$ cat src/common/s2mm_cfg.svh
`ifndef S2MM_CFG_SVH
`define S2MM_CFG_SVH

//////////////////////////////////////////////////
// Datapath widths
//////////////////////////////////////////////////

// Stream and AXI write data
`define S2MM_DATA_W 64

// AXI byte address
`define S2MM_ADDR_W 32

// Packet length in beats
`define S2MM_LEN_W 16

//////////////////////////////////////////////////
// Buffering
//////////////////////////////////////////////////

`define S2MM_DATA_DEPTH 512
`define S2MM_LEN_DEPTH 64

// AXI4 INCR limit, one packet per burst
`define S2MM_MAX_BEATS 256

`endif

$ cat src/common/s2mm_pkg.sv
`default_nettype none

`include "s2mm_cfg.svh"

package s2mm_pkg;

    //////////////////////////////////////////////////
    // Stream side
    //////////////////////////////////////////////////

    // One captured input beat
    typedef struct packed {
        logic [`S2MM_DATA_W-1:0] data;
        logic                    last;
    } stream_beat_t;

    typedef logic [`S2MM_LEN_W-1:0] beat_cnt_t;

    //////////////////////////////////////////////////
    // AXI4 write channels
    //////////////////////////////////////////////////

    typedef struct packed {
        logic [`S2MM_ADDR_W-1:0]              addr;
        logic [$clog2(`S2MM_MAX_BEATS)-1:0]   len;
        logic [2:0]                           size;
        logic [1:0]                           burst;
        logic [3:0]                           cache;
    } aw_req_t;

    typedef struct packed {
        logic [`S2MM_DATA_W-1:0]   data;
        logic [`S2MM_DATA_W/8-1:0] strb;
        logic                      last;
    } w_beat_t;

    typedef logic [1:0] axi_resp_t;

endpackage

`default_nettype wire

$ cat src/stream_ingress.sv
`timescale 1ns/1ps
`default_nettype none

`include "s2mm_cfg.svh"

module stream_ingress
    import s2mm_pkg::*;
(
    input  wire                     M_AXI_ACLK,
    input  wire                     M_AXI_ARESETN,
    input  wire                     i_axis_valid,
    input  wire [`S2MM_DATA_W-1:0]  i_axis_data,
    input  wire                     i_axis_last,
    output logic                    o_data_wr_en,
    output stream_beat_t            o_data_wr,
    output logic                    o_len_wr_en,
    output beat_cnt_t               o_len_wr
);

    logic         r_valid;
    stream_beat_t r_beat;
    // Beats of the current packet seen before this one
    beat_cnt_t    r_cnt;

    //////////////////////////////////////////////////
    // Input capture
    //////////////////////////////////////////////////

    always_ff @(posedge M_AXI_ACLK or negedge M_AXI_ARESETN) begin
        if (!M_AXI_ARESETN) begin
            r_valid <= 1'b0;
        end else begin
            r_valid <= i_axis_valid;
        end
    end

    always_ff @(posedge M_AXI_ACLK) begin
        r_beat.data <= i_axis_data;
        r_beat.last <= i_axis_last;
    end

    //////////////////////////////////////////////////
    // Beat counting
    //////////////////////////////////////////////////

    always_ff @(posedge M_AXI_ACLK or negedge M_AXI_ARESETN) begin
        if (!M_AXI_ARESETN) begin
            r_cnt <= '0;
        end else if (r_valid) begin
            r_cnt <= r_beat.last ? '0 : r_cnt + 1'b1;
        end
    end

    assign o_data_wr_en = r_valid;
    assign o_data_wr    = r_beat;

    // Length lands together with the last beat
    assign o_len_wr_en = r_valid && r_beat.last;
    assign o_len_wr    = r_cnt + 1'b1;

endmodule

`default_nettype wire

$ cat config.mk
export PLATFORM = sky130hd
export DESIGN_NAME = stream_ingress
export DESIGN_NICKNAME = d
export VERILOG_FILES = /design/src/common/s2mm_pkg.sv /design/src/stream_ingress.sv
export VERILOG_INCLUDE_DIRS = /design/src /design/src/common
export SDC_FILE = /design/constraint.sdc
export NUM_CORES = 1
export LEC_CHECK = 0
export BUFFER_PORTS_ARGS = -buffer_cell sky130_fd_sc_hd__buf_2
export CAP_MARGIN = 10
export CORE_ASPECT_RATIO = 1.1
export CORE_MARGIN = 2
export CORE_UTILIZATION = 42
export DETAILED_ROUTE_END_ITERATION = 8
export HOLD_SLACK_MARGIN = 0.12
export MAX_ROUTING_LAYER = met4
export PLACE_DENSITY = 0.9
export SYNTH_ARGS = -nofsm -noshare
export SYNTH_HDL_FRONTEND = slang
export SYNTH_SLANG_ARGS = --single-unit
$ cat constraint.sdc
create_clock -name M_AXI_ACLK -period 1.87 [get_ports M_AXI_ACLK]
set_clock_uncertainty 0.1 [all_clocks]
set_input_delay 0.0935 -clock M_AXI_ACLK [delete_from_list [all_inputs] [get_ports M_AXI_ACLK]]
set_output_delay 0.0935 -clock M_AXI_ACLK [all_outputs]
set_load 0.05 [all_outputs]
==> reports/qor.yml <==
hpwl_um: 5190
outcome: "complete, but fails checks"
relSlewSlack_pct: 47.3
dp.cells: 408
cp_cell_sequence: "ha_4 -> nand3_2 -> nor3_1 -> buf_4 -> xor2_2 -> buf_6"
syn_inst: 178
layout_commonest_cell: "buf_2"
grt_first_pass_wirelength_um: 16300
clkLatencyLatePin_ns: 0.34
ant_nets: 0
critPathKind: "register to output pin"
setup_ws_ns: -0.169
vias: 2629
required_ns: 1.68
finalCritPeriodShare_pct: 109
ios: 151
pwr_density_cell_nw_per_um2: 823
detail_route.wl_per_cell_um: 21.4
vias_per_cell: 5.20
cts.sinks: 82
final_cell_mix: "137 x buf_2, 68 x dlygate4sd3_1, 65 x dfxtp_1, 24 x buf_4, 13 x buf_6"
fmaxAchievable_mhz: 490
drt_drc_violations_left: 0
synth_seq_cells: 82
path_clk_slew_ns: 0.09
critPathSlowestCell: "dfrtp_2"
cts_root_buffer: "clkbuf_8"
tns_ns: -0.786
die_h_um: 84.2
crit_path_end_kind: "output pin"
critPathMaxFanout: 5
critPathMaxStageDelay_ns: 0.45
report.final.hold_viol_count: 0
wirelength_um: 10800
syn_area_um2: 2460
finalSetupViolCount: 10
rsz0062_at_grt: "true"
fin_cells: 506
synth_edf_count: 0
diodes: 0
drv_cap: 0
io_buffers: 150
synth.net_count: 247
rows: 29
ys_types: 37
cts_max_level: 3
tightest_slew_ns: 0.788
leakage_nw: 2.30
period_needed_ns: 2.04
syn_to_final_growth_pct: 85.9
ys_seq_area_share_pct: 70.3
cts_buffer_depth: 2
die_area_um2: 6480
numCtsBuffers: 9
routabilityCongestion: 0.911
start_kind: "register"
drv_slew: 0
peakVddDrop_mv: 0.737
critPathBufInv: 2
path_delay_family: "flip-flops"
drtPass1Iterations: 4
grt_pass1_vias: 2939
grt_use_total_pct: 34.8
violations: "negative setup slack"
nNetsFinal: 494
core_area_um2: 5700
grt-ovfl-total: 0
p_total_w: 0.00376
synth-main-ff-cell: "dfxtp_1"
grt_max_degree: 18
start_util_pct: 43.1
drt_iter0_drc: 239
synth_warnings: 0
avgSynthCellArea_um2: 13.8
drive_above_1_share_pct: 54.3
cts_tree: "built"
hp-class: "input port to register"
antenna_found_initial: 0
synthArstFlopShare_pct: 20.7
worstPathArrival_ns: 1.85
die_w_um: 76.9
## per-stage QoR
step / util [%] / setup slack, ns / hold slack (ns) / area [um2]
global placement: 59.8 / 0.125 / -0.0664 / 3400
detailed placement: 59.8 / 0.0404 / -0.0676 / 3400
global route: 80.1 / -0.231 / 0.271 / 4570
floorplan: - / 0.0352 / -0.302 / 2540
CTS: 77.4 / -0.116 / 0.257 / 4410
finish: 80.1 / -0.169 / 0.274 / 4570
## cell type report
type                            count  area [um2]
Inverter                            4        15.0
Sequential cell                    82        1740
Clock inverter                      6        50.0
Timing Repair Buffer              243        1700
Clock buffer                        9         124
Multi-Input combinational cell     85         840
Tap cell                           77        96.3
Fill cell                         273        1130
## power breakdown
group	switching (W)	total, W	internal, W
clock network	0.000669	0.00116	0.000489
registers	0.0000478	0.00188	0.00184
logic	0.000475	0.000716	0.000241
## path summary, 6_finish.rpt
path | start | endpoint | slack, ns | cells past startpoint
worst min-delay path | i_axis_data[5] | o_data_wr[6] | 0.27 | 2
worst max register to register | r_cnt[0] | r_cnt[15] | 0.17 | 6
min in group asynchronous | M_AXI_ARESETN | r_cnt[1] | 0.82 | 3
worst max-delay path | r_cnt[0] | o_len_wr[12] | -0.17 | 6
max in group asynchronous | M_AXI_ARESETN | r_cnt[2] | 0.30 | 3
worst min register to register | r_cnt[13] | r_cnt[13] | 0.48 | 1
## Yosys cell counts, drive strengths merged (2+ instances only)
library cell  instances  area, um2
nor2                  5       26.3
xnor2                 8       70.1
and3                  3       18.8
a22o                  6       52.6
dfxtp                65       1300
o21ai                13       65.1
nor3                  2       10.0
xor2                  6       52.6
nor4                  4       55.1
nor4b                 2       30.0
inv                   4       15.0
o31ai                 4       30.0
dfrtp                17        425
a21o                  3       22.5
nand4                 3       55.1
nand2                 5       18.8
buf                   6       51.3
nand3                 8       40.0
and4                  3       27.5
## metal layers
layer,GRT usage (%),vias up,wire length (um)
met5,-,-,0
met4,21.8,0,714
li1,-,1107,-
met1,37.6,1259,3940
met2,56.5,202,5320
met3,9.46,61,846
## cells by family after synthesis
logic type,count (synthesis),share of synthesized area [%]
buffers and inverters,11,2.90
flip-flops,82,70.3
AND/OR/NAND/NOR,40,13.1
AO/OA/AOI/OAI,29,7.74
XOR/XNOR,14,4.99
multiplexers,1,0.408
adder cells (fa/ha/maj),1,0.509
## worst reg2reg max path, delay by kind of cell, from the launching register on
| family | cells | cell delay (ns) |
|---|---|---|
| buf+inv | 2 | 0.28 |
| flops | 1 | 0.45 |
| simple gates | 3 | 0.64 |
| compound gates | 1 | 0.18 |
## registers in the layout, summed over array words and instances (netlist names)
name	cells
o_data_wr_en	1
r_cnt	16
o_data_wr	65
## what timing repair did
item	in CTS	in global routing
gates resized for setup	33	22
pin swaps	4	7
hold buffers	68	0
endpoints found under the setup margin	12	13
setup buffers	7	8
hold endpoints to repair	83	0
Power figures use the tool's default switching activity.
