<file path="config.mk">
export PLATFORM = sky130hd
export DESIGN_NAME = sync_fifo
export DESIGN_NICKNAME = d
export VERILOG_FILES = /design/src/sync_fifo.sv
export SDC_FILE = /design/constraint.sdc
export NUM_CORES = 1
export LEC_CHECK = 0
export BUFFER_PORTS_ARGS = -buffer_cell sky130_fd_sc_hd__buf_4
export CORE_ASPECT_RATIO = 0.75
export CORE_MARGIN = 1
export CORE_UTILIZATION = 65
export CTS_BUF_LIST = sky130_fd_sc_hd__clkbuf_8
export DETAILED_ROUTE_END_ITERATION = 6
export PLACE_DENSITY = 0.83
export REMOVE_ABC_BUFFERS = 1
export SYNTH_ARGS = -nofsm -noshare
export SYNTH_HDL_FRONTEND = slang
export SYNTH_SLANG_ARGS = --single-unit
</file>
<file path="constraint.sdc">
create_clock -name M_AXI_ACLK -period 8.05 [get_ports M_AXI_ACLK]
set_input_delay 0.4025 -clock M_AXI_ACLK [delete_from_list [all_inputs] [get_ports M_AXI_ACLK]]
set_output_delay 0.4025 -clock M_AXI_ACLK [all_outputs]
set_load 0.05 [all_outputs]
</file>
<file path="src/sync_fifo.sv">
`timescale 1ns/1ps
`default_nettype none

module sync_fifo #(
    parameter type T     = logic,
    parameter int  DEPTH = 16
) (
    input  wire  M_AXI_ACLK,
    input  wire  M_AXI_ARESETN,
    input  wire  i_wr_en,
    input  T     i_wr_data,
    input  wire  i_rd_en,
    output T     o_rd_data,
    output logic o_empty,
    output logic o_full
);

    localparam int PTR_W = (DEPTH > 1) ? $clog2(DEPTH) : 1;
    localparam int CNT_W = $clog2(DEPTH + 1);

    T               mem [DEPTH];
    logic [PTR_W-1:0] wr_ptr;
    logic [PTR_W-1:0] rd_ptr;
    logic [CNT_W-1:0] count;
    logic             do_wr;
    logic             do_rd;

    function automatic logic [PTR_W-1:0] ptr_next(input logic [PTR_W-1:0] ptr);
        return (ptr == PTR_W'(DEPTH - 1)) ? '0 : ptr + 1'b1;
    endfunction

    // Writes into a full FIFO and reads from an empty one are dropped
    assign do_wr = i_wr_en && !o_full;
    assign do_rd = i_rd_en && !o_empty;

    assign o_empty   = (count == '0);
    assign o_full    = (count == CNT_W'(DEPTH));
    // Head word is visible without a read strobe
    assign o_rd_data = mem[rd_ptr];

    always_ff @(posedge M_AXI_ACLK) begin
        if (do_wr) begin
            mem[wr_ptr] <= i_wr_data;
        end
    end

    always_ff @(posedge M_AXI_ACLK or negedge M_AXI_ARESETN) begin
        if (!M_AXI_ARESETN) begin
            wr_ptr <= '0;
            rd_ptr <= '0;
            count  <= '0;
        end else begin
            if (do_wr) begin
                wr_ptr <= ptr_next(wr_ptr);
            end
            if (do_rd) begin
                rd_ptr <= ptr_next(rd_ptr);
            end
            case ({do_wr, do_rd})
                2'b10:   count <= count + 1'b1;
                2'b01:   count <= count - 1'b1;
                default: count <= count;
            endcase
        end
    end

endmodule

`default_nettype wire

</file>
==> qor.txt, run 1 <==
CRITICAL PATH
------------------------------------------------------------------------------
Cell count of the worst reg-to-reg path                                      9
Critical Path Start Type                                                  flop
Reg2reg start                                                         count[0]
R2R Setup Slk                                                          4.98 ns
Critical Path, Cell by Cell                                       nor4_1 > a21boi_0 > inv_1 > ha_1 > fa_1 > a21o_1 > a21oi_1 > mux2i_1 > xnor2_1
Slowest library cell on the worst path                            sky130_fd_sc_hd__a21boi_0
Worst flop-to-flop path endpoint                                      count[4]
Highest net fanout along the worst path                                     11
Sort of element at the end of the critical path                           flop
Req. time, crit path                                                   8.25 ns
Critical Setup Path Class                                              reg2reg
Arrival time of data at the critical path endpoint                     3.26 ns
Maximum single-stage delay on the critical path                        0.83 ns

CLOCK TREE
------------------------------------------------------------------------------
Clk Latency, worst-skew pair                                           0.27 ns
Largest buffer count on any clock path                                       2
Cts bufs inserted                                                            5
Clock slew at reported path FFs                                        0.06 ns
Clock tree from TritonCTS                                                 done
Clk sinks                                                                   29
Depth of the CTS H-tree                                                      2
Clock root buffer                                                 sky130_fd_sc_hd__clkbuf_8

FLOORPLAN
------------------------------------------------------------------------------
Full die area                                                     0.002498 sq mm
Floorplan die height                                              43.54 microns
Die span in x                                                     57.38 microns
Floorplan core area                                               0.002085 sq mm
Starting utilization of the core area                                   0.7173
Number of placement rows                                                    14
I/O pin count                                                                8

WORST HOLD PATH
------------------------------------------------------------------------------
Min-delay src                                                        i_wr_data
Worst hold path class                                                   in2reg
Destination of the worst hold path                                     mem[15]
Worst hold stages                                                            1

STATUS
------------------------------------------------------------------------------
Status                                                            finished, violations left
Failing checks                                                             DRC

GRT
------------------------------------------------------------------------------
Wire length of the first global-routing pass                          4.222 mm
Maximum number of pins on one net before global-route repair                17
Vias in the first global route                                             900
Total global-route track usage                                          0.2437
Gr ovfl total                                                                0
Initial antenna violation count                                              0

POWER
------------------------------------------------------------------------------
Switching power as a share of total power                               0.4018
Sequential power share                                                   0.426
Maximum vdd ir drop                                                  0.2600 mV
Internal power                                                       0.3678 mW
Switching component of the power                                     0.2470 mW
Cell leakage power                                                   0.6960 nW
Clock network fraction of total power                                    0.170
Combinational share of power                                             0.404
Areal power density over the cells                                373.4 mW/mm^2
Overall power consumption                                            0.6148 mW

LOGIC SYNTHESIS
------------------------------------------------------------------------------
Netlist cell types                                                          34
Top FF cell, synth                                                sky130_fd_sc_hd__edfxtp_1
Area share of the largest cell type after synthesis                     0.3213
Sequential element share of the synthesized area                        0.5389
Syn. warnings                                                                0
FF+latch count, synth                                                       29
Cell type contributing the most total cell area after synthesis   sky130_fd_sc_hd__edfxtp_1
Number of flops mapped to enable cells by yosys                             16
Syn Area/Cell                                                      11.59 sq um
Most common cell in the synthesized netlist                       sky130_fd_sc_hd__edfxtp_1
Largest cells by area after synthesis                             sky130_fd_sc_hd__edfxtp_1, sky130_fd_sc_hd__dfrtp_1, sky130_fd_sc_hd__ha_1
Post-synth design cell area                                       0.001495 sq mm
Instance count of the mapped netlist                                       129
Fraction of registers with async set/reset                              0.4483
Leading cell types by count after synthesis                       sky130_fd_sc_hd__edfxtp_1, sky130_fd_sc_hd__nor2_1, sky130_fd_sc_hd__dfrtp_1, sky130_fd_sc_hd__nand2_1, sky130_fd_sc_hd__ha_1

PLACED DESIGN
------------------------------------------------------------------------------
Final RePlAce weighted congestion                                       0.8265
Hpwl dp                                                               1.837 mm
Worst slack at placement                                              5.041 ns
Total of buffers placed on input and output ports                            7

TIMING
------------------------------------------------------------------------------
Worst hold-check slack                                               0.4314 ns
Share of the cycle needed by the critical path after routing            0.3808
Number of hold violations in the final report                                0
Final number of max-transition violations                                    0
Least-Margin Pin Slew                                                 1.042 ns
Final critical path time including I/O delays and setup               3.066 ns
Highest clock rate                                                   326.2 MHz
RSZ-0062 raised after global routing                                        no
Count of endpoints failing setup in the final report                         0
Fin Clk Skew                                                       0.006586 ns
Setup WS post-layout                                                  4.984 ns
Rel. slew slack                                                         0.2989
Summed negative setup slack over all endpoints                            0 ns

LAYOUT
------------------------------------------------------------------------------
Number of fill cells                                                       130
Layout cells sized above 1                                              0.1429
# diodes                                                                     0
Post-layout nets                                                           154
Synthesis-to-layout area growth                                         10.13%

ROUTING
------------------------------------------------------------------------------
Detailed-route via count                                                   967
Vias per std cell                                                        5.896
ANT nets after route                                                         0
DRT iter0 DRCs                                                              52
Post-DR wirelength/cell                                           15.48 microns
DRC violations left                                                          2
Post-Route WL                                                         2.538 mm
DRT Pass-1 Iters                                                             6

RUN
------------------------------------------------------------------------------
Max-cap viol count                                                           0

critical path, delay by kind of cell (launching register included):
kind	cells	cell delay, ns
multiplexers	1	0.24
AO/OA/AOI/OAI	3	1.21
buffers and inverters	1	0.11
flip-flops	1	0.45
XOR/XNOR	1	0.13
AND/OR/NAND/NOR	1	0.09
adder cells (fa/ha/maj)	2	0.76
worst max path at each step:
stage,start,end,cells after the start
5_1_grt,count[0],count[4],9
3_3_place_gp,count[0],count[4],9
6_report,count[0],count[4],9
3_5_place_dp,count[0],count[4],9
2_1_floorplan,count[0],count[4],9
4_1_cts,count[0],count[4],9
flip-flops by register name, indices dropped and copies added (netlist names):
register	flops
wr_ptr	4
rd_ptr	4
count	5
mem	16
metrics by stage:
stage               std cells  cell area [sq um]    util
finish                    164               1647  0.7899
global route              164               1647  0.7899
CTS                       164               1647  0.7899
detailed placement        155               1556  0.7467
global placement          155               1556  0.7467
floorplan                 124               1474       -
final cells by class:
type	instances	area, sq um	area share
flip-flops and latches	29	805.8	0.4894
multi-input cells	90	649.4	0.3944
clock buffers	5	68.82	0.04179
repair buffers	8	62.56	0.03799
well taps	24	30.03	0.01824
inverters	5	18.77	0.01140
clock inverters	3	11.26	0.006839
power by group through the flow:
stage	Sequential (mW)	Clock, mW	Combinational, mW
global placement	0.259	0	0.238
finish	0.262	0.105	0.248
floorplan	0.246	0	0.196
CTS	0.261	0.107	0.249
detailed placement	0.263	0	0.246
global route	0.270	0.113	0.279
per-layer routing:
layer	vias to the layer above	share of wire	global-route usage
met5	-	0	0
met1	458	0.50	0.3470
li1	480	-	-
met2	25	0.44	0.3465
met4	0	0.0067	0.06829
met3	4	0.047	0.1045
timing repair:
action,4_1_cts,5_1_grt
hold buffers,1,0
hold endpoints to repair,13,0
buffers inserted,0,0
gates resized for setup,0,0
cells in the final DEF, fill, tap and decap left out, drive strengths merged, types with 4 or more instances in the layout:
cell | synthesis | final
o21ai | 8 | 8
xnor2 | 5 | 5
nand3 | 4 | 4
a21o | 5 | 5
edfxtp | 16 | 16
nand2 | 14 | 14
mux2i | 5 | 5
nor3 | 5 | 5
inv | 5 | 8
clkbuf | 1 | 5
ha | 9 | 9
nor2 | 14 | 14
buf | 4 | 7
dfrtp | 13 | 13
logic make-up after synthesis:
family / Yosys count / synth area share
AO/OA/AOI/OAI: 21 / 0.1004
XOR/XNOR: 6 / 0.03515
adder cells (fa/ha/maj): 10 / 0.08870
buffers and inverters: 10 / 0.02677
flip-flops: 29 / 0.5389
multiplexers: 8 / 0.07113
AND/OR/NAND/NOR: 45 / 0.1389
(Power assumes the default switching activity.)
==> run 2, diff against run 1 <==
--- a/config.mk
+++ b/config.mk
@@ -8,10 +8,10 @@
 export BUFFER_PORTS_ARGS = -buffer_cell sky130_fd_sc_hd__buf_4
 export CORE_ASPECT_RATIO = 0.75
 export CORE_MARGIN = 1
-export CORE_UTILIZATION = 65
+export CORE_UTILIZATION = 62
 export CTS_BUF_LIST = sky130_fd_sc_hd__clkbuf_8
 export DETAILED_ROUTE_END_ITERATION = 6
-export PLACE_DENSITY = 0.83
+export PLACE_DENSITY = 0.8
 export REMOVE_ABC_BUFFERS = 1
 export SYNTH_ARGS = -nofsm -noshare
 export SYNTH_HDL_FRONTEND = slang
==> constraint.sdc (replaced) <==
create_clock -name M_AXI_ACLK -period 3 [get_ports M_AXI_ACLK]
set_input_delay 0.15 -clock M_AXI_ACLK [delete_from_list [all_inputs] [get_ports M_AXI_ACLK]]
set_output_delay 0.15 -clock M_AXI_ACLK [all_outputs]
set_load 0.05 [all_outputs]
==> run 2 against run 1 <==
Net effect:
- die area rose by 4.6%
- sequential power rose to 2.7 times the previous value
- the run now ends clean
- first-iteration DRC count up 12%
- clock skew down 0.0013 ns
- sequential share of layout area shrank 0.59 points
- register-to-register slack worse by 4.8 ns
- critical path type unchanged
- non-clock buffer count grew 1
- critical endpoint unchanged
- flip-flop and latch count is the same
- hold slack worse by 0.24 ns
==> qor.txt, run 2 (synthesized netlist as in run 1, its figures left out) <==
STATUS
---------------------------------------------------------------------------
Status                                                         finished, final reports clean

ROUTING
---------------------------------------------------------------------------
DRT iter0 DRCs                                                           58   +12%
Detailed-route via count                                                993   +2.7%
Topmost layer with routed signal wires                                 met4
DRT Pass-1 Iters                                                          4   -2
Routed metal-1 wire length                                         1.252 mm   -1.8%
Post-DR wirelength/cell                                        15.33 microns   -0.93%
Post-Route WL                                                      2.683 mm   +5.7%
ANT nets after route                                                      0   unchanged
Met2 layer wire length in the routed design                        1.290 mm   +15%
Met3 WL                                                          99 microns   -17%
Vias per std cell                                                     5.674   -3.8%
DRC violations left                                                       0   -2

CRITICAL PATH
---------------------------------------------------------------------------
Cell count of the worst reg-to-reg path                                   9   unchanged
Crit-path leading delay family                                  adder cells
Req. time, crit path                                                3.20 ns   -5.05 ns
R2R Setup Slk                                                       0.20 ns   -4.79 ns
CP Depth                                                                  9   unchanged
Highest net fanout along the worst path                                   6   -5
Maximum single-stage delay on the critical path                     0.57 ns   -0.26 ns
Slowest library cell on the worst path                         sky130_fd_sc_hd__or4_4
Reg2reg start                                                      count[3]
Critical Setup Path Class                                           reg2reg
CP startpoint                                                      count[3]
Worst flop-to-flop path endpoint                                   count[4]
Critical Path Start Type                                               flop
Bufs and invs on worst path                                               1   unchanged
Critical Path, Cell by Cell                                    or4_4 > o21ai_4 > inv_2 > ha_1 > fa_1 > a21o_1 > a21oi_1 > mux2i_1 > xnor2_1
Arrival time of data at the critical path endpoint                  3.00 ns   -0.26 ns
Sort of element at the end of the critical path                        flop
Capturing instance or port of the critical path                    count[4]

CLOCK TREE
---------------------------------------------------------------------------
Clk sinks                                                                29   unchanged
Cts bufs inserted                                                         5   unchanged
Number of buffers added for setup after CTS                               0   unchanged
Clock root buffer                                              sky130_fd_sc_hd__clkbuf_8
Clk Latency, worst-skew pair                                        0.27 ns   about the same
Depth of the CTS H-tree                                                   2   unchanged
Clock tree from TritonCTS                                              done
Largest buffer count on any clock path                                    2   unchanged
Clock slew at reported path FFs                                     0.06 ns   about the same

LAYOUT
---------------------------------------------------------------------------
Leading cell type in the layout, fill and taps excluded        sky130_fd_sc_hd__edfxtp_1
Commonest cells after routing, fill and taps aside             sky130_fd_sc_hd__edfxtp_1, sky130_fd_sc_hd__nor2_1, sky130_fd_sc_hd__nand2_1, sky130_fd_sc_hd__dfrtp_1, sky130_fd_sc_hd__ha_1
Non-filler instance count after layout                                  175   +6.7%
# diodes                                                                  0   unchanged
Top register by number of flip-flops                                    mem
Layout cells sized above 1                                           0.1489   +0.006079
Core Util, Final                                                     0.7279   -0.06205
Synthesis-to-layout area growth                                      11.46%
Largest registers                                              mem: 16 flops, count: 5 flops
Largest register FFs                                                     16   unchanged
Post-layout nets                                                        155   +0.65%

PLACED DESIGN
---------------------------------------------------------------------------
Final RePlAce weighted congestion                                    0.7940   -3.9%
Total of buffers placed on input and output ports                         7   unchanged
Hpwl dp                                                            1.973 mm   +7.4%
Cell total after placement                                              166   +7.1%

POWER
---------------------------------------------------------------------------
Cell leakage power                                                0.6971 nW   +0.15%
Areal power density over the cells                             994.8 mW/mm^2   +170%
Maximum vdd ir drop                                               0.5204 mV   +100%

WORST HOLD PATH
---------------------------------------------------------------------------
Worst hold path class                                                in2reg

GRT
---------------------------------------------------------------------------
Initial antenna violation count                                           0   unchanged
Gr ovfl total                                                             0   unchanged
Total global-route track usage                                       0.2476   +0.003884
Vias in the first global route                                          945   +5.0%
Maximum number of pins on one net before global-route repair             17   unchanged
Wire length of the first global-routing pass                       4.457 mm   +5.6%

TIMING
---------------------------------------------------------------------------
Highest clock rate                                                356.8 MHz   +9.4%
Share of the cycle needed by the critical path after routing         0.9342   +0.5534
Final critical path time including I/O delays and setup            2.803 ns   -0.2632 ns
Count of endpoints failing setup in the final report                      0   unchanged
Summed negative setup slack over all endpoints                         0 ns   unchanged
Final number of max-transition violations                                 0   unchanged
Rel. slew slack                                                      0.6764   +0.3776
Number of hold violations in the final report                             0   unchanged
Least-Margin Pin Slew                                             0.4854 ns   -0.5570 ns
RSZ-0062 raised after global routing                                     no
Fin Clk Skew                                                    0.005249 ns   -0.001337 ns

FLOORPLAN
---------------------------------------------------------------------------
Starting utilization of the core area                                0.6530   -0.06428
Floorplan core area                                            0.002290 sq mm   +9.8%
Number of placement rows                                                 15   +1
Die span in x                                                  58.71 microns   +2.3%
Full die area                                                  0.002614 sq mm   +4.6%
Floorplan die height                                           44.53 microns   +2.3%
I/O pin count                                                             8   unchanged

RUN
---------------------------------------------------------------------------
Max-cap viol count                                                        0   unchanged

## run 2: worst min path at each step
stage	startpoint	slack, ns	to	cells past startpoint
after global routing	i_wr_data	0.19	mem[3]	1
after global placement	M_AXI_ARESETN	0.0008	rd_ptr[1]	1
after detailed placement	M_AXI_ARESETN	0.005	rd_ptr[1]	1
final	i_wr_data	0.19	mem[14]	1
after CTS	i_wr_data	0.18	mem[12]	1
after floorplan	M_AXI_ARESETN	-0.15	count[0]	0
## run 2: layout make-up
type / count / area, sq um
flip-flops and latches: 29 / 805.8
multi-input cells: 90 / 649.4
fillers: 168 / 623.1
repair buffers: 9 / 70.07
clock buffers: 5 / 68.82
well taps: 34 / 42.54
inverters: 5 / 18.77
clock inverters: 3 / 11.26
## run 2: timing repair
| item | 4_1_cts | 5_1_grt |
|---|---|---|
| hold buffers | 1 | 0 |
| endpoints found under the setup margin | 0 | 0 |
| hold endpoints to repair | 13 | 0 |
| gates resized for setup | 0 | 0 |
## run 2: worst register-to-register path: stages, from the launching register on
cell                      delay [ns]
sky130_fd_sc_hd__dfrtp_1        0.41
sky130_fd_sc_hd__or4_4          0.57
sky130_fd_sc_hd__o21ai_4        0.21
sky130_fd_sc_hd__inv_2          0.07
sky130_fd_sc_hd__ha_1           0.27
sky130_fd_sc_hd__fa_1           0.44
sky130_fd_sc_hd__a21o_1         0.20
sky130_fd_sc_hd__a21oi_1        0.18
sky130_fd_sc_hd__mux2i_1        0.24
sky130_fd_sc_hd__xnor2_1        0.13
## run 2: routing by layer
metal,vias to the layer above,global-route usage
met5,-,0
met2,14,0.3839
li1,484,-
met1,487,0.3405
met4,0,0.1000
met3,8,0.06140
## run 2: power by group
part	switching [mW]	internal (mW)
registers	0.169	0.531
logic	0.364	0.307
clock network	0.132	0.154
## run 2: stage by stage
stage / power, mW / instance area (sq um) / hold WS, ns / setup WS [ns]
detailed placement: 1.373 / 1577 / 0.005171 / 0.2358
CTS: 1.669 / 1667 / 0.1785 / 0.2108
finish: 1.658 / 1667 / 0.1885 / 0.1974
floorplan: 1.186 / 1474 / -0.1456 / 0.3124
global route: 1.776 / 1667 / 0.1875 / 0.03989
global placement: 1.332 / 1577 / 0.0007853 / 0.2925
