## src/common/s2mm_cfg.svh

```systemverilog
`ifndef S2MM_CFG_SVH
`define S2MM_CFG_SVH

//////////////////////////////////////////////////
// Datapath widths
//////////////////////////////////////////////////

// Stream and AXI write data
`define S2MM_DATA_W 64

// AXI byte address
`define S2MM_ADDR_W 32

// Packet length in beats
`define S2MM_LEN_W 16

//////////////////////////////////////////////////
// Buffering
//////////////////////////////////////////////////

`define S2MM_DATA_DEPTH 512
`define S2MM_LEN_DEPTH 64

// AXI4 INCR limit, one packet per burst
`define S2MM_MAX_BEATS 256

`endif

```

## src/common/s2mm_pkg.sv

```systemverilog
`default_nettype none

`include "s2mm_cfg.svh"

package s2mm_pkg;

    //////////////////////////////////////////////////
    // Stream side
    //////////////////////////////////////////////////

    // One captured input beat
    typedef struct packed {
        logic [`S2MM_DATA_W-1:0] data;
        logic                    last;
    } stream_beat_t;

    typedef logic [`S2MM_LEN_W-1:0] beat_cnt_t;

    //////////////////////////////////////////////////
    // AXI4 write channels
    //////////////////////////////////////////////////

    typedef struct packed {
        logic [`S2MM_ADDR_W-1:0]              addr;
        logic [$clog2(`S2MM_MAX_BEATS)-1:0]   len;
        logic [2:0]                           size;
        logic [1:0]                           burst;
        logic [3:0]                           cache;
    } aw_req_t;

    typedef struct packed {
        logic [`S2MM_DATA_W-1:0]   data;
        logic [`S2MM_DATA_W/8-1:0] strb;
        logic                      last;
    } w_beat_t;

    typedef logic [1:0] axi_resp_t;

endpackage

`default_nettype wire

```

## src/buffer_request.sv

```systemverilog
`timescale 1ns/1ps
`default_nettype none

`include "s2mm_cfg.svh"

module buffer_request
    import s2mm_pkg::*;
(
    input  wire                     M_AXI_ACLK,
    input  wire                     M_AXI_ARESETN,
    input  wire                     i_len_empty,
    input  beat_cnt_t               i_len_head,
    output logic                    o_len_rd_en,
    output beat_cnt_t               o_mem_req_len,
    output logic                    o_mem_req_valid,
    input  wire                     i_mem_req_ready,
    input  wire [`S2MM_ADDR_W-1:0]  i_mem_ack_addr,
    input  wire                     i_mem_ack_valid,
    output logic                    o_mem_ack_ready,
    output logic                    o_start,
    output logic [`S2MM_ADDR_W-1:0] o_start_addr,
    output beat_cnt_t               o_start_len,
    input  wire                     i_done
);

    typedef enum logic [1:0] {
        ST_IDLE,
        ST_REQ,
        ST_ACK,
        ST_BUSY
    } state_t;

    state_t                  state;
    beat_cnt_t               r_len;
    logic [`S2MM_ADDR_W-1:0] r_addr;
    logic                    r_start;
    logic                    req_fire;
    logic                    ack_fire;

    // One pop per packet, only while no burst is outstanding
    assign o_len_rd_en     = (state == ST_IDLE) && !i_len_empty;
    assign o_mem_req_valid = (state == ST_REQ);
    assign o_mem_ack_ready = (state == ST_ACK);
    assign req_fire        = o_mem_req_valid && i_mem_req_ready;
    assign ack_fire        = o_mem_ack_ready && i_mem_ack_valid;

    always_ff @(posedge M_AXI_ACLK or negedge M_AXI_ARESETN) begin
        if (!M_AXI_ARESETN) begin
            state   <= ST_IDLE;
            r_start <= 1'b0;
        end else begin
            r_start <= ack_fire;
            case (state)
                ST_IDLE: if (o_len_rd_en) state <= ST_REQ;
                ST_REQ:  if (req_fire)    state <= ST_ACK;
                ST_ACK:  if (ack_fire)    state <= ST_BUSY;
                // Lock held until the write response is back
                ST_BUSY: if (i_done)      state <= ST_IDLE;
                default: state <= ST_IDLE;
            endcase
        end
    end

    always_ff @(posedge M_AXI_ACLK) begin
        if (o_len_rd_en) begin
            r_len <= i_len_head;
        end
        if (ack_fire) begin
            r_addr <= i_mem_ack_addr;
        end
    end

    assign o_mem_req_len = r_len;
    assign o_start       = r_start;
    assign o_start_addr  = r_addr;
    assign o_start_len   = r_len;

endmodule

`default_nettype wire

```

## config.mk

```make
export PLATFORM = sky130hd
export DESIGN_NAME = buffer_request
export DESIGN_NICKNAME = d
export VERILOG_FILES = /design/src/common/s2mm_pkg.sv /design/src/buffer_request.sv
export VERILOG_INCLUDE_DIRS = /design/src /design/src/common
export SDC_FILE = /design/constraint.sdc
export NUM_CORES = 1
export LEC_CHECK = 0
export ABC_AREA = 1
export BUFFER_PORTS_ARGS = -buffer_cell sky130_fd_sc_hd__buf_4
export CORE_MARGIN = 1
export CORE_UTILIZATION = 40
export CTS_CLUSTER_DIAMETER = 150
export DETAILED_ROUTE_END_ITERATION = 10
export GPL_TIMING_DRIVEN = 0
export PLACE_DENSITY = 0.78
export SLEW_MARGIN = 20
export SYNTH_ARGS = -nofsm -noshare
export SYNTH_HDL_FRONTEND = slang
export SYNTH_SLANG_ARGS = --single-unit
```

## constraint.sdc

```tcl
create_clock -name M_AXI_ACLK -period 2.5 [get_ports M_AXI_ACLK]
set_clock_uncertainty 0.1 [all_clocks]
set_input_delay 0.125 -clock M_AXI_ACLK [delete_from_list [all_inputs] [get_ports M_AXI_ACLK]]
set_output_delay 0.125 -clock M_AXI_ACLK [all_outputs]
set_load 0.005 [all_outputs]
```

==> impl_metrics.ini, run 1 <==
[global_routing]
globalRouteOverflowTotal = 0
grt_pass1_wl_um = 7460
grt_use_total_pct = 23.6
grt_max_degree = 34
grt_pass1_vias = 1487
antenna_found_initial = 0

[timing]
slew_headroom_pct = 40.2
tightest_slew_ps = 897
slew_violations = 0
setup_viol_count_final = 0
max_freq_mhz = 447
rsz0062_at_grt = no
fin_crit_sh_pct = 89.4
timing.setup.tns_ps = 0
fin_crit_ps = 2240
hold_viol = 0

[clock_network]
tritoncts = yes
cts_sinks = 51
cts_buffers = 5
clk_pin_slew_worst_paths_ps = 80
postCtsSetupBuffers = 0
clockBufferDepth = 2
cts_htree_levels = 2
cts_root_buf = clkbuf_8
worstSkewPairLatency_ps = 300

[floorplan]
start_util_pct = 43.3
core-area_um2 = 4140
fp.dieH_um = 69.0
die_area_um2 = 4760
pin_count = 122
rows = 23
die_w_um = 69.0

[synth]
synthMuxAreaShare_pct = 0
synth_cell_type_count = 11
yosysWarnings = 0
synth_top_family_by_area = buffers and inverters
synth_compound_area_share_pct = 0.557
ys_top_cells_by_area = edfxtp_1 80%, buf_4 6.7%, dfrtp_1 4.2%, ha_1 3.5%, nand2_1 2.1%
yosys.area.top_type = edfxtp_1
postSynthCellCount = 95
synth_simple_gate_area_share_pct = 3.34
synth_top_area_share_pct = 80.3
synth.avg_cell_area_um2 = 18.9
yosysSeqAreaShare_pct = 84.5
ys_ff_latch = 51
synth_nets = 154
synth_area_um2 = 1800
synth-xor-area-share_pct = 0
synth_fa_ha_area_share_pct = 3.48

[placement]
gp_congestion = 0.677
dpl-instance-area_um2 = 2770
dp_hpwl_um = 3180
dp.cells = 266
numPortBuffers = 121

[final_layout]
nNetsFinal = 331
fin_cells = 323
layout_common_cells = 137 x buf_4, 49 x dlygate4sd3_1, 48 x edfxtp_1
drive_gt1_share_pct = 54.2
final_area_um2 = 3370
final_common_cell = buf_4
n_antenna_cell = 0
syn_to_final_growth_pct = 87.5

[detailed_routing]
vias_per_cell = 4.47
drt.antenna.violating_nets = 0
drtPass1Iterations = 4
drc = 0
drt_iter0_drc = 103
wl_per_cell_um = 17.1
vias = 1444
routed_wl_um = 5520

[critical_path]
cp.arrival_ps = 2010
worstPathBufferInverterCount = 3
cp-end-kind = output pin
critPathKind = reg2out
cpMaxStageDelayCell = nor2_2
path_common_cell = inv_1
worst_setup_path_start_kind = register
cp_top_family = simple AND/OR/NAND/NOR gates
crit_required_ps = 2280
critPathMaxStageDelay_ps = 670
crit_fanout = 17
path_cells = inv_1 -> ha_1 -> inv_1 -> nor2_2 -> buf_4

[worst_hold_path]
hold_path.class = in2async

[power_and_ir_drop]
power.density_nw_per_um2 = 748
leakage_nw = 1.51
ir_drop_mv = 0.608

[job]
cap_violations = 0

[status]
outcome = finished clean
==> through the flow <==
step / utilization (%) / setup slack, ps / hold WS [ps] / total power [mW]
6_report: 81.2 / 265 / 63.8 / 2.52
5_1_grt: 81.2 / 126 / 57.9 / 2.64
4_1_cts: 81.2 / 319 / 35.0 / 2.49
3_5_place_dp: 66.8 / 624 / -183 / 1.88
3_3_place_gp: 66.8 / 299 / -184 / 1.85
2_1_floorplan: - / 569 / -271 / 1.47
==> worst paths after layout <==
check | cells past startpoint | endpoint | slack, ps | start
min in group M_AXI_ACLK | 5 | state[1] | 130 | i_len_empty
setup reg to reg | 4 | o_mem_req_len[8] | 550 | state[0]
setup / recovery | 5 | o_len_rd_en | 260 | state[0]
max in group asynchronous | 2 | state[0] | 2140 | M_AXI_ARESETN
hold / removal | 2 | state[1] | 60 | M_AXI_ARESETN
hold reg to reg | 2 | state[1] | 490 | state[1]
==> cell type report <==
| type | count | area, um^2 |
|---|---|---|
| Clock inverter | 1 | 30.0 |
| Multi-Input combinational cell | 21 | 135 |
| Buffer | 16 | 120 |
| Clock buffer | 7 | 76.3 |
| Timing Repair Buffer | 170 | 1400 |
| Fill cell | 221 | 778 |
| Tap cell | 50 | 62.6 |
| Sequential cell | 51 | 1520 |
| Inverter | 7 | 26.3 |
==> state kept, by name, summed over array words and instances, names as in the netlist <==
register / flops
o_start_addr: 32
o_mem_req_len: 16
state: 2
o_start: 1
==> Yosys cell counts (all sizes together) <==
library cell	number
edfxtp	48
buf	16
nand2	11
inv	7
ha	5
dfrtp	3
nor2	2
o21ai	2
or2	1
==> worst reg2reg max path, cell delays in order (launching register included) <==
cell and delay (ps):
dfrtp_1 440, inv_1 130, ha_1 180, inv_1 50, nor2_2 670
==> logic make-up after synthesis <==
logic type      after synthesis
flops                        51
buf+inv                      23
simple gates                 14
fa+ha+maj                     5
compound gates                2
==> timing repair <==
action	CTS	global route
hold endpoints to repair	51	0
resized for setup	0	0
hold buffers	49	0
==> per-layer routing <==
metal / vias up / track usage [%] / wire length (um)
met5: - / 0 / 0
met4: 0 / 10.5 / 168
met3: 17 / 6.91 / 381
met2: 69 / 44.5 / 3070
met1: 690 / 23.5 / 1900
li1: 668 / - / -
==> report_power, final <==
part	internal [mW]	total (mW)	switching [mW]
Combinational	0.423	0.747	0.324
Sequential	1.13	1.20	0.0749
Clock	0.300	0.566	0.266
Total	1.85	2.52	0.665
Note: power is estimated with default switching activity, not from simulation.
==> run 2: changes to the inputs <==
CTS_BUF_LIST = sky130_fd_sc_hd__clkbuf_8   (was unset)
==> run 2 against run 1 <==
Compared with the run above: clock power down 2%; combinational power about the same; clock-buffer cell count down 2; global-route usage unchanged; first-iteration DRC count down 22%; total power down 0.37%.
==> impl_metrics.ini, run 2 (synthesis results as in run 1) <==
[status]
outcome = finished clean

[global_routing]
antenna_found_initial = 0
grt_pass1_wl_um = 7460
grt-busiest-layer = met2
grt_pass1_vias = 1487
met2_usage_pct = 44.5
use_met1_pct = 23.5
grt_max_degree = 34
globalRouteOverflowTotal = 0
grt_use_met3_pct = 6.91
grt_use_total_pct = 23.6

[final_layout]
n_antenna_cell = 0
layout_common_cells = 137 x buf_4, 49 x dlygate4sd3_1, 48 x edfxtp_1
post-route-util_pct = 81.2
final_common_cell = buf_4
fin_cells = 323
drive_gt1_share_pct = 54.2
largest_reg_flops = 32
fillers = 221
seq_area_um2 = 1520
nNetsFinal = 331
syn_to_final_growth_pct = 87.5
multiInputGateArea_um2 = 135

[worst_hold_path]
hold_path.class = in2async

[critical_path]
cpMaxStageDelayCell = nor2_2
cp-end-kind = output pin
crit_required_ps = 2280
worstPathBufferInverterCount = 3
critPathMaxStageDelay_ps = 680
critPathKind = reg2out
path_cells = inv_1 -> ha_1 -> inv_1 -> nor2_2 -> buf_4
path_common_cell = inv_1
cp.arrival_ps = 2010
worst_setup_path_start_kind = register
crit_fanout = 17
cp_top_family = simple AND/OR/NAND/NOR gates

[timing]
setup_viol_count_final = 0
tightest_slew_ps = 899
fin_crit_ps = 2240
max_freq_mhz = 447
hold_viol = 0
fin_crit_sh_pct = 89.5
slew_violations = 0
slew_headroom_pct = 40.0
timing.setup.tns_ps = 0
rsz0062_at_grt = no

[floorplan]
start_util_pct = 43.3
core-area_um2 = 4140
pin_count = 122
die_area_um2 = 4760
rows = 23
fp.dieH_um = 69.0
die_w_um = 69.0

[placement]
dp.cells = 266
gp_congestion = 0.677
numPortBuffers = 121
dp_hpwl_um = 3180

[detailed_routing]
wl_per_cell_um = 17.0
drt.antenna.violating_nets = 0
routed_wl_um = 5500
drtPass1Iterations = 4
drc = 0
drt_iter0_drc = 80
vias_per_cell = 4.45
vias = 1437

[clock_network]
cts-resized-gates = 0
cts_buffers = 5
cts_sinks = 51
clockBufferDepth = 2
tritoncts = yes
cts_root_buf = clkbuf_8
cts_htree_levels = 2
clk_pin_slew_worst_paths_ps = 80
worstSkewPairLatency_ps = 300

[power_and_ir_drop]
power.density_nw_per_um2 = 745
ir_drop_mv = 0.608
leakage_nw = 1.52

[job]
cap_violations = 0
run 2: changes by cell type in the layout (fill, tap and decap cells not counted):
cell and change:
inv_1 +2, clkbuf_1 -2
run 2: repair_timing:
action | in CTS | in global routing
setup buffers | 0 | 0
hold buffers | 49 | 0
endpoints found under the hold margin | 51 | 0
run 2: layer usage:
metal	vias up	wire, um
li1	668	-
met2	69	3080
met4	0	168
met5	-	0
met1	683	1870
met3	17	380
run 2: worst paths after layout:
| kind | slack [ps] | from | endpoint | cells past startpoint |
|---|---|---|---|---|
| worst max-delay path | 260 | state[0] | o_len_rd_en | 5 |
| worst min-delay path | 60 | M_AXI_ARESETN | state[1] | 2 |
| worst max register to register | 540 | state[0] | o_mem_req_len[8] | 4 |
| worst min register to register | 490 | state[1] | state[1] | 2 |
| max in group asynchronous | 2140 | M_AXI_ARESETN | state[0] | 2 |
| min in group M_AXI_ACLK | 130 | i_len_empty | state[1] | 5 |
run 2: through the flow:
stage	instance area, um^2	setup WS (ps)	total power [mW]	hold WS, ps
after floorplan	1800	569	1.47	-271
after global placement	2770	299	1.85	-184
after detailed placement	2770	624	1.88	-183
after CTS	3370	319	2.48	35.0
after global routing	3370	126	2.63	57.9
final	3370	262	2.51	63.9
run 2: area by class of cell:
class,instances,area share (%)
Timing Repair Buffer,170,41.6
Multi-Input combinational cell,21,4.01
Clock buffer,5,2.04
Sequential cell,51,45.1
Buffer,16,3.57
Clock inverter,3,1.12
Inverter,7,0.781
Tap cell,50,1.86
run 2: power by group:
part	switching, mW	total, mW	internal [mW]	leakage [nW]
Sequential	0.0747	1.20	1.13	0.479
Clock	0.266	0.557	0.292	0.0607
Combinational	0.323	0.747	0.423	0.980
Total	0.664	2.51	1.84	1.52
==> run 3: changes to the inputs <==
--- a/constraint.sdc
+++ b/constraint.sdc
@@ -3,3 +3,3 @@
 set_input_delay 0.125 -clock M_AXI_ACLK [delete_from_list [all_inputs] [get_ports M_AXI_ACLK]]
 set_output_delay 0.125 -clock M_AXI_ACLK [all_outputs]
-set_load 0.005 [all_outputs]
+set_load 0.1 [all_outputs]
==> run 3 against run 2 <==
Compared with the run above: utilization fell by 0.48 points; routed wire length down 2.6%; worst hold slack worse by 20 ps; clock power is 19% lower; register-to-register slack improved by 130 ps; fmax is 3.5% lower; largest power group is now combinational cells.
==> impl_metrics.ini, run 3 (synthesis results as in run 1) <==
[final_layout]
n_antenna_cell = 0
fin_cells = 323
layout_common_cells = 137 x buf_4, 49 x dlygate4sd3_1, 48 x edfxtp_1
fillers = 247
largest_reg_flops = 32
syn_to_final_growth_pct = 86.3
drive_gt1_share_pct = 54.6
nNetsFinal = 331
post-route-util_pct = 80.7
final_common_cell = buf_4

[timing]
tightest_slew_ps = 799
slew_headroom_pct = 46.7
holdWs_ps = 43.7
max_freq_mhz = 431
fin_crit_ps = 2320
timing.setup.tns_ps = 0
hold_viol = 0
fin_crit_sh_pct = 92.7
rsz0062_at_grt = no
setup_viol_count_final = 0
slew_violations = 0

[placement]
gp_congestion = 0.759
dp.cells = 266
numPortBuffers = 121

[detailed_routing]
vias_per_cell = 4.41
drt.antenna.violating_nets = 0
drc = 0
vias = 1424
wl_per_cell_um = 16.6
drtPass1Iterations = 4
routed_wl_um = 5360
drt_iter0_drc = 90

[floorplan]
die_w_um = 69.0
rows = 23
die_area_um2 = 4760
core-area_um2 = 4140
fp.dieH_um = 69.0
pin_count = 122
start_util_pct = 43.3

[global_routing]
globalRouteOverflowTotal = 0
grt_max_degree = 34
grt_pass1_wl_um = 7250
grt_use_total_pct = 22.8
antenna_found_initial = 0
grt_pass1_vias = 1476

[critical_path]
cp-end-kind = output pin
endpoint = o_len_rd_en
critPathKind = reg2out
reg2reg_depth = 4
cp.arrival_ps = 2090
crit_required_ps = 2280
worst_setup_path_start_kind = register
path_cells = inv_1 -> ha_1 -> inv_1 -> nor2_2 -> buf_4
crit_fanout = 17
path_common_cell = inv_1
cp_top_family = simple AND/OR/NAND/NOR gates
ff2ff_setup_slack_ps = 670
cpMaxStageDelayCell = nor2_2
critPathMaxStageDelay_ps = 610
cp-startpoint = state[0]
worstPathBufferInverterCount = 3
cp.depth = 5
rr_endpoint = o_mem_req_len[1]
timing.rr.start = state[0]

[clock_network]
hold_buffers = 49
worstSkewPairLatency_ps = 290
clk_pin_slew_worst_paths_ps = 80
cts_root_buf = clkbuf_8
cts_htree_levels = 2
cts-resized-gates = 0
cts_buffers = 5
clockBufferDepth = 2
tritoncts = yes
postCtsSetupBuffers = 0
cts_sinks = 51

[worst_hold_path]
hold_path.class = in2async

[power_and_ir_drop]
totalPowerFinal_mw = 3.74
ir_drop_mv = 0.677
power.density_nw_per_um2 = 1120
leakage_nw = 1.50

[job]
cap_violations = 0

[status]
outcome = finished clean
run 3: changes by cell type in the layout (fill, tap and decap cells not counted):
cell,delta
clkinvlp_4,+1
ha_1,-1
clkinv_1,+2
inv_1,-2
bufinv_16,-1
ha_2,+1
run 3: area by class of cell:
type                       instances  area [um^2]  area share, %
clock buffer                       5         68.8           2.06
buffer                            16          120           3.59
timing repair buffer             170         1400           41.8
inverter                           7         26.3          0.785
tap                               50         62.6           1.87
multi-input combinational         21          138           4.11
clock inverter                     3         15.0          0.449
sequential                        51         1520           45.3
run 3: per-stage QoR:
step,setup slack [ps],cell area [um^2]
after floorplan,122,1800
after global placement,371,2770
after detailed placement,333,2770
after CTS,189,3350
after global routing,10.3,3350
final,181,3350
run 3: layer usage:
layer / routed length [um] / vias to the layer above / GRT usage (%)
met3: 369 / 15 / 5.43
li1: - / 666 / -
met5: 0 / - / 0
met4: 141 / 0 / 9.44
met1: 1780 / 670 / 23.2
met2: 3070 / 73 / 43.7
run 3: power breakdown:
part	total, mW	internal (mW)	switching [mW]
Sequential	1.20	1.13	0.0752
Clock	0.452	0.191	0.261
Combinational	2.08	0.440	1.64
Total	3.74	1.76	1.98
run 3: worst min-delay path by stage:
stage,from,end,slack [ps]
CTS,M_AXI_ARESETN,o_start,40
global placement,M_AXI_ARESETN,o_start,-180
global route,M_AXI_ARESETN,state[1],40
floorplan,M_AXI_ARESETN,o_start,-270
finish,M_AXI_ARESETN,state[0],40
detailed placement,M_AXI_ARESETN,o_start,-180
